$ cat src/design/lift_defines.svh
`ifndef LIFT_DEFINES_SVH
`define LIFT_DEFINES_SVH

// shaft size
`define LIFT_FLOORS 5
`define LIFT_FLOOR_W 3

// clock cycles for one floor-to-floor hop
`define LIFT_TRAVEL_CYCLES 3

`endif
$ cat src/design/lift_pkg.sv
`default_nettype none

`include "lift_defines.svh"

package lift_pkg;

    typedef logic [`LIFT_FLOOR_W-1:0] floor_t;

    // bit i is floor i
    typedef logic [`LIFT_FLOORS-1:0] floor_mask_t;

    // motion for the next cycle
    typedef enum logic [1:0] {
        DIR_STAY = 2'b00,
        DIR_DOWN = 2'b01,
        DIR_UP   = 2'b10
    } motion_dir_t;

    // outcome of one directional request scan
    typedef struct packed {
        logic   found;
        floor_t stop;
    } search_result_t;

endpackage

`default_nettype wire

$ cat src/design/call_if.sv
`default_nettype none

interface call_if import lift_pkg::*; ();

    floor_mask_t car_calls;
    floor_mask_t hall_up;     // top floor bit always clear
    floor_mask_t hall_down;   // ground floor bit always clear
    floor_t      floor;

    modport search (
        input car_calls,
        input hall_up,
        input hall_down,
        input floor
    );

    modport motion (
        input  car_calls,
        input  hall_up,
        input  hall_down,
        output floor
    );

endinterface

`default_nettype wire

$ cat src/design/lift_controller.sv
`default_nettype none

`include "lift_defines.svh"

module lift_controller import lift_pkg::*; (
    input  wire                     clk,
    input  wire                     reset,
    input  wire [`LIFT_FLOORS-1:0]  car_call,
    input  wire [`LIFT_FLOORS-2:0]  hall_up,     // floors 0 to 3
    input  wire [`LIFT_FLOORS-2:0]  hall_down,   // floors 1 to 4
    output motion_dir_t             dir,
    output floor_t                  target_floor,
    output floor_t                  floor
);

    search_result_t above;
    search_result_t below;

    call_if calls_if ();

    assign calls_if.car_calls = car_call;
    assign calls_if.hall_up   = {1'b0, hall_up};     // no up call at the top
    assign calls_if.hall_down = {hall_down, 1'b0};   // no down call at the bottom

    assign floor = calls_if.floor;

    call_search #(
        .search_up (1'b1)
    ) up_search_i (
        .calls  (calls_if),
        .result (above)
    );

    call_search #(
        .search_up (1'b0)
    ) down_search_i (
        .calls  (calls_if),
        .result (below)
    );

    car_motion car_motion_i (
        .clk          (clk),
        .reset        (reset),
        .calls        (calls_if),
        .above        (above),
        .below        (below),
        .dir          (dir),
        .target_floor (target_floor)
    );

endmodule

`default_nettype wire

$ cat src/design/car_motion.sv
`default_nettype none

`include "lift_defines.svh"

module car_motion import lift_pkg::*; (
    input  var bit              clk,
    input  var bit              reset,
    call_if.motion              calls,
    input  wire search_result_t above,
    input  wire search_result_t below,
    output motion_dir_t         dir,
    output floor_t              target_floor
);

    localparam int unsigned TOP_FLOOR = `LIFT_FLOORS - 1;
    localparam int unsigned CNT_W     = $clog2(`LIFT_TRAVEL_CYCLES + 1);

    typedef enum logic {
        RESTING,
        TRAVELLING
    } motion_state_t;

    motion_state_t    state;
    motion_state_t    state_nxt;
    floor_t           floor_q;
    floor_t           floor_nxt;
    logic [CNT_W-1:0] hop_cnt;
    logic [CNT_W-1:0] hop_cnt_nxt;
    logic             last_up;      // last direction moved, up after reset
    logic             last_up_nxt;
    motion_dir_t      dir_nxt;
    floor_t           target_nxt;

    floor_mask_t      all_calls;
    logic             at_floor;
    logic             idle;
    logic             hop_done;
    search_result_t   ahead;
    floor_t           next_floor;

    assign all_calls  = calls.car_calls | calls.hall_up | calls.hall_down;
    assign at_floor   = all_calls[floor_q];
    assign idle       = ~|all_calls;
    assign ahead      = last_up ? above : below;   // search taken from the hop's start floor
    assign hop_done   = (state == TRAVELLING) && (hop_cnt == CNT_W'(`LIFT_TRAVEL_CYCLES - 1));
    assign next_floor = last_up ? floor_q + 1'b1 : floor_q - 1'b1;

    assign calls.floor = floor_q;

    always_comb begin
        state_nxt   = state;
        floor_nxt   = floor_q;
        hop_cnt_nxt = hop_cnt;
        last_up_nxt = last_up;
        dir_nxt     = DIR_STAY;
        target_nxt  = floor_q;

        case (state)
            RESTING: begin
                // a request here keeps the doors open
                if (!at_floor && above.found && (last_up || !below.found)) begin
                    state_nxt   = TRAVELLING;
                    hop_cnt_nxt = '0;
                    last_up_nxt = 1'b1;
                    dir_nxt     = DIR_UP;
                    target_nxt  = above.stop;
                end else if (!at_floor && below.found) begin
                    state_nxt   = TRAVELLING;
                    hop_cnt_nxt = '0;
                    last_up_nxt = 1'b0;
                    dir_nxt     = DIR_DOWN;
                    target_nxt  = below.stop;
                end
            end
            TRAVELLING: begin
                dir_nxt    = last_up ? DIR_UP : DIR_DOWN;
                target_nxt = ahead.stop;
                if (hop_done) begin
                    floor_nxt   = next_floor;
                    hop_cnt_nxt = '0;
                    if (!ahead.found || ahead.stop == next_floor) begin
                        state_nxt  = RESTING;
                        dir_nxt    = DIR_STAY;
                        target_nxt = next_floor;
                    end
                end else begin
                    hop_cnt_nxt = hop_cnt + 1'b1;
                end
            end
            default: begin
                state_nxt = RESTING;
            end
        endcase

        // no requests at all, report stay while the hop runs out
        if (idle) begin
            dir_nxt = DIR_STAY;
        end
    end

    always_ff @(posedge clk) begin
        if (reset) begin
            state        <= RESTING;
            floor_q      <= '0;
            hop_cnt      <= '0;
            last_up      <= 1'b1;
            dir          <= DIR_STAY;
            target_floor <= '0;
        end else begin
            state        <= state_nxt;
            floor_q      <= floor_nxt;
            hop_cnt      <= hop_cnt_nxt;
            last_up      <= last_up_nxt;
            dir          <= dir_nxt;
            target_floor <= target_nxt;
        end
    end

    shaft_limits_a: assert property (@(posedge clk) disable iff (reset)
        !(dir == DIR_UP && floor_q == floor_t'(TOP_FLOOR)) &&
        !(dir == DIR_DOWN && floor_q == '0))
        else $error("car_motion: dir %s at floor %0d", dir.name(), floor_q);

    // floor moves one step, only at the end of a hop
    floor_step_a: assert property (@(posedge clk) disable iff (reset)
        $changed(floor_q) |-> $past(hop_done) &&
            (floor_q == floor_t'($past(floor_q) + 1'b1) ||
             floor_q == floor_t'($past(floor_q) - 1'b1)))
        else $error("car_motion: floor jumped to %0d", floor_q);

endmodule

`default_nettype wire

$ cat src/design/call_search.sv
`default_nettype none

`include "lift_defines.svh"

module call_search import lift_pkg::*; #(
    parameter bit search_up = 1'b1
) (
    call_if.search         calls,
    output search_result_t result
);

    floor_mask_t beyond;      // floors strictly past the car
    floor_mask_t stop_mask;   // requests served on the way
    floor_mask_t pass_mask;   // opposite hall calls, only taken as the turnaround

    function automatic floor_t lowest_set(floor_mask_t m);
        floor_t idx;
        idx = '0;
        for (int i = `LIFT_FLOORS - 1; i >= 0; i--) begin
            if (m[i]) begin
                idx = floor_t'(i);
            end
        end
        return idx;
    endfunction

    function automatic floor_t highest_set(floor_mask_t m);
        floor_t idx;
        idx = '0;
        for (int i = 0; i < `LIFT_FLOORS; i++) begin
            if (m[i]) begin
                idx = floor_t'(i);
            end
        end
        return idx;
    endfunction

    always_comb begin
        for (int i = 0; i < `LIFT_FLOORS; i++) begin
            beyond[i] = search_up ? (i > calls.floor) : (i < calls.floor);
        end
    end

    assign stop_mask = beyond & (calls.car_calls | (search_up ? calls.hall_up : calls.hall_down));
    assign pass_mask = beyond & (search_up ? calls.hall_down : calls.hall_up);

    always_comb begin
        result.found = |{stop_mask, pass_mask};
        if (|stop_mask) begin
            // nearest one in the direction of travel
            result.stop = search_up ? lowest_set(stop_mask) : highest_set(stop_mask);
        end else begin
            // farthest reverse call, the car turns there
            result.stop = search_up ? highest_set(pass_mask) : lowest_set(pass_mask);
        end
    end

    always_comb begin
        if (result.found) begin
            stop_ahead_a: assert #0 (result.stop < `LIFT_FLOORS &&
                (search_up ? result.stop > calls.floor : result.stop < calls.floor))
                else $error("call_search: stop %0d not beyond floor %0d",
                            result.stop, calls.floor);
        end
    end

endmodule

`default_nettype wire

$ cat config.mk
export PLATFORM = sky130hd
export DESIGN_NAME = lift_controller
export DESIGN_NICKNAME = d
export VERILOG_FILES = /design/src/design/lift_pkg.sv /design/src/design/call_if.sv /design/src/design/lift_controller.sv /design/src/design/car_motion.sv /design/src/design/call_search.sv
export VERILOG_INCLUDE_DIRS = /design/src /design/src/design
export SDC_FILE = /design/constraint.sdc
export NUM_CORES = 1
export LEC_CHECK = 0
export BUFFER_PORTS_ARGS = -buffer_cell sky130_fd_sc_hd__buf_2
export CAP_MARGIN = 20
export CORE_MARGIN = 3
export CORE_UTILIZATION = 35
export CTS_BUF_LIST = sky130_fd_sc_hd__clkbuf_4
export DETAILED_ROUTE_END_ITERATION = 7
export PLACE_DENSITY_LB_ADDON = 0.2
export SLEW_MARGIN = 20
export SYNTH_ARGS = -nofsm -noshare
export SYNTH_HDL_FRONTEND = slang
export SYNTH_HIERARCHICAL = 1
export SYNTH_SLANG_ARGS = --single-unit
$ cat constraint.sdc
create_clock -name clk -period 2.64 [get_ports clk]
set_input_delay 0.396 -clock clk [delete_from_list [all_inputs] [get_ports clk]]
set_output_delay 0.396 -clock clk [all_outputs]
set_load 0.02 [all_outputs]
## After elaboration in Yosys (flattened, before gate mapping)

Index checks and enable logic that the tools add are counted.

| operators by class | value |
|---|---|
| $add $sub $neg | 3 |
| equal/unequal tests | 3 |
| $lt $le $gt $ge | 10 |
| multiplexer cells | 46 |
| reduce and logical (&&, ||, !) cells | 18 |
| bitwise gates (word level) | 9 |

Operator list:

| kind | number |
|---|---|
| two-way mux 3 bit | 19 |
| two-way mux 2 bit | 11 |
| OR reduction 10 bit | 2 |
| AND 5 bit | 3 |
| OR reduction 5 bit | 3 |
| two-way mux 1 bit | 10 |
| OR 5 bit | 2 |
| case mux 2 bit (2 select lines) | 2 |
| greater-than comparator 2 x 3 -> 1 bit, first input constant | 2 |
| < comparator 1 x 3 -> 1 bit, first input constant | 2 |
| < comparator 2 x 3 -> 1 bit, first input constant | 2 |
| case mux 3 bit (2 select lines) | 1 |
| AND 5 x 4 -> 5 bit | 1 |
| OR 5 x 4 -> 5 bit | 1 |
| logical AND 1 bit | 4 |
| < comparator 3 x 4 -> 1 bit, second input constant | 1 |
| two-way mux 4 bit | 1 |
| AND reduction 2 bit | 2 |
| adder 3 x 1 -> 3 bit, second input constant | 1 |
| binary-select mux 1 bit (select 3 bit) | 1 |
| equality test 3 bit | 1 |
| greater-than comparator 1 x 3 -> 1 bit, first input constant | 1 |
| greater-than comparator 3 bit, first input constant | 1 |
| zero test 1 bit | 3 |
| 10 further kinds | 12 |

| word-level totals | value |
|---|---|
| bits in registers | 12 |
| logic and storage cells | 95 |
| output and inout bits | 8 |

## Longest topological paths before layout

| depth | value |
|---|---|
| depth in word-level cells | 14 |
| depth in mapped cells | 10 |
| mapped depth without buffers | 9 |

## Modules after synthesis

Netlist, hierarchy kept.

Modules (own cells, without submodules):

| module | cells each | area each (um^2) | times used |
|---|---|---|---|
| car_motion | 118 | 963.4 | 1 |
| call_search (down_search_i) | 30 | 177.7 | 1 |
| call_search (up_search_i) | 22 | 142.6 | 1 |
| lift_controller | 1 | 3.8 | 1 |

## Worst setup path after synthesis

No wires, ideal clock.

| path | value |
|---|---|
| kind | reg2reg |
| start point | register car_motion_i.floor_q[1], in the netlist car_motion_i/calls.floor[1] |
| end point | register car_motion_i.target_floor[2] |
| library setup time | 0.119 ns |
| data required time | 2.521 ns |
| period minus slack after synthesis | 2.513 ns |
| setup slack | 0.127 ns |
| cell stages (with the launch flop) | 11 |
| data arrival time | 2.394 ns |
| cells stage by stage | dfxtp_1 > a21oi_1 > o21ai_0 > nor3_1 > nand3_1 > clkbuf_1 > nand2b_1 > nand3_2 > mux2i_1 > mux2i_1 > o221a_1 |

RTL lines:

| item | line | text |
|---|---|---|
| start, declared | car_motion.sv:25 | `floor_t floor_q;` |
| start signal, assigned | car_motion.sv:111 | `floor_q <= floor_nxt;` |
| end signal, assigned | car_motion.sv:115 | `target_floor <= target_nxt;` |
| end, declared | car_motion.sv:12 | `output floor_t target_floor` |

==> qor.yml <==
floorplan:
  die_y_um: 66.7
  rows: 21
  die_w_um: 66.7
  initial_core_util: 0.374
  io_pins: 23
  dieArea_um2: 4440
  core_area_um2: 3440
detailed_routing:
  dr.pass1.iters: 4
  routed_wl_um: 3750
  num_vias: 1446
  drtIter0Drc: 90
  ant_nets: 0
  via_per_inst: 5.78
  drc_errors: 0
  routedWlPerCell_um: 15.0
power:
  power.switching_uw: 116
  internal_power_uw: 275
  switching_share: 0.296
  vdd_drop_max_v: 0.000232
  power_per_cell_area_nw_per_um2: 254
  p_comb_frac: 0.215
  finalPower_uw: 391
  pwr-share-clk: 0.296
  power.leakage_nw: 0.638
  p_seq_frac: 0.489
layout:
  multiInputGateArea_um2: 983
  drive_above_1_share: 0.279
  final_cell_count_no_fill: 250
  nFillCells: 356
  n_antenna_cell: 0
  regArea_um2: 244
  area_growth_pct: 19.7
  nets: 222
worst_setup_path:
  cp_slowest_cell: "dfxtp_2"
  path_cells: "a21oi_1 -> o21ai_0 -> nand2_1 -> o21ai_0 -> mux2i_1 -> xnor2_1 -> a211o_1 -> a31o_1 -> a41oi_2"
  cp.required_ns: 2.85
  path_common_cell: "o21ai_0"
  cpPeakStageDelay_ns: 0.52
  cp-end-kind: "flip-flop"
  cp_top_family: "compound AO/OA/AOI/OAI gates"
  critPathArrivalTime_ns: 2.59
  cp_num_buf_inv: 0
  worstSetupPathType: "flip-flop to flip-flop"
  path_max_fanout: 14
  critPathLaunchType: "flip-flop"
placed_design:
  pre_cts_ws_ns: 0.0937
  gp_congestion: 0.841
  placed_cells: 247
  io_buffers: 22
  hpwl_um: 2980
clock_network:
  htreeDepth: 1
  cts_tree: "yes"
  numCtsBuffers: 3
  clk_pin_slew_ns: 0.07
  cts.sinks: 12
  holdBufCountCts: 0
  clock_latency_ns: 0.28
  cts_root_buffer: "clkbuf_4"
  cts_buffer_depth: 2
logic_synthesis:
  synth.cell_area_um2: 1290
  ys_ff_latch: 12
  synth_edf_count: 0
  yosysUniqueCellTypes: 62
  synthArstFlopShare: 0
  avgSynthCellArea_um2: 7.53
  ys.flop_type: "dfxtp_1"
  synthCells: 171
  yosysSeqAreaShare: 0.187
  ys_warn_count: 6
sta:
  worst_slack_ns: 0.263
  rsz0062_at_grt: "no"
  timing.slew.headroom: 0.571
  setup_viol: 0
  period_share: 0.900
  finalHoldViolCount: 0
  fmax_mhz: 421
  setup_tns_ns: 0
  worstMarginPinSlew_ns: 0.637
  whs_ns: 0.420
  final.min_clock_period_ns: 2.38
  drv_slew: 0
  clock_skew_ns: 0.00670
global_routing:
  globalRouteOverflowTotal: 0
  grt_pass1_wl_um: 6300
  gr-usage-all-layers: 0.184
  grt_pass1_vias: 1367
  grt_max_degree: 15
  antenna_found_initial: 0
outcome:
  outcome: "complete, no violations"
worst_hold_path:
  hold_path_class: "input port to flip-flop"
run:
  max-cap-violations: 0
==> cell type report <==
class / instances / share of cell area
Sequential cell: 12 / 0.158
Multi-Input combinational cell: 145 / 0.638
Clock buffer: 3 / 0.0146
Tap cell: 46 / 0.0373
Inverter: 11 / 0.0268
Timing Repair Buffer: 33 / 0.125
==> worst paths after layout <==
check	to	slack (ns)	startpoint	depth (start not counted)
worst max-delay path	car_motion_i/target_floor[0]	0.26	car_motion_i/calls.floor[0]	9
worst min-delay path	car_motion_i/calls.floor[2]	0.42	reset	2
worst max register to register	car_motion_i/target_floor[0]	0.26	car_motion_i/calls.floor[0]	9
worst min register to register	car_motion_i/hop_cnt[1]	0.56	car_motion_i/hop_cnt[1]	2
==> kinds of logic after synthesis <==
logic type,count (synthesis),synth area share
simple gates,68,0.286
compound gates,61,0.373
buf+inv,18,0.0612
flops,12,0.187
mux,6,0.0476
xor+xnor,4,0.0272
fa+ha+maj,1,0.0155
other cells,1,0.00291
==> cells in the final DEF, fill, tap and decap left out, drive strengths merged, types with 2 or more instances in the layout <==
cell / n
buf: 33
nand2: 19
nor2: 16
a21oi: 13
o21ai: 12
dfxtp: 12
inv: 11
or3: 6
o21a: 5
nor3: 5
conb: 5
mux2i: 5
nand3: 5
xnor2: 3
nor4: 3
clkbuf: 3
o211ai: 3
a32oi: 3
a41oi: 3
and3b: 2
o2111ai: 2
o211a: 2
o32ai: 2
nor3b: 2
a221oi: 2
and3: 2
or2: 2
o41ai: 2
and2: 2
==> power by group through the flow <==
stage / Sequential, mW / Combinational, mW / Clock [mW]
3_3_place_gp: 0.195 / 0.0823 / 0
2_1_floorplan: 0.196 / 0.0479 / 0
4_1_cts: 0.191 / 0.0841 / 0.116
3_5_place_dp: 0.195 / 0.0837 / 0
5_1_grt: 0.192 / 0.0935 / 0.126
6_report: 0.191 / 0.0841 / 0.116
==> per-layer routing <==
| layer | wire (µm) | global-route usage |
|---|---|---|
| met1 | 1840 | 0.262 |
| met2 | 1650 | 0.286 |
| met3 | 238 | 0.0405 |
| met4 | 17 | 0.0279 |
| met5 | 0 | 0 |
==> state kept, by name, indices dropped and copies added, names as in the netlist <==
name / cells
car_motion_i/state: 1
car_motion_i/dir: 2
car_motion_i/target_floor: 3
car_motion_i/last_up: 1
car_motion_i/calls.floor: 3
car_motion_i/hop_cnt: 2
==> per-stage QoR <==
| stage | cell area (µm²) | util |
|---|---|---|
| finish | 1540 | 0.448 |
| floorplan | 1300 | - |
| global placement | 1520 | 0.440 |
| detailed placement | 1520 | 0.440 |
| global route | 1540 | 0.448 |
| CTS | 1540 | 0.447 |
==> synth_stat cells (all sizes together), types with 3 or more instances <==
master | n | area, µm²
a21oi | 13 | 68.8
a41oi | 3 | 33.8
inv | 11 | 41.3
o21ai | 12 | 60.1
dfxtp | 12 | 240
a32oi | 3 | 33.8
o211ai | 3 | 27.5
or3 | 6 | 47.5
mux2i | 5 | 50.1
nand2 | 19 | 73.8
nand3 | 5 | 30.0
buf | 4 | 26.3
nor4 | 3 | 18.8
nor2 | 16 | 60.1
o21a | 5 | 37.5
xnor2 | 3 | 26.3
nor3 | 5 | 25.0
clkbuf | 3 | 11.3
==> repair_timing <==
item | CTS | global route
setup buffers | 0 | 0
endpoints found under the setup margin | 0 | 8
resized for setup | 0 | 3
No activity file was read; power rests on OpenSTA's default activity.
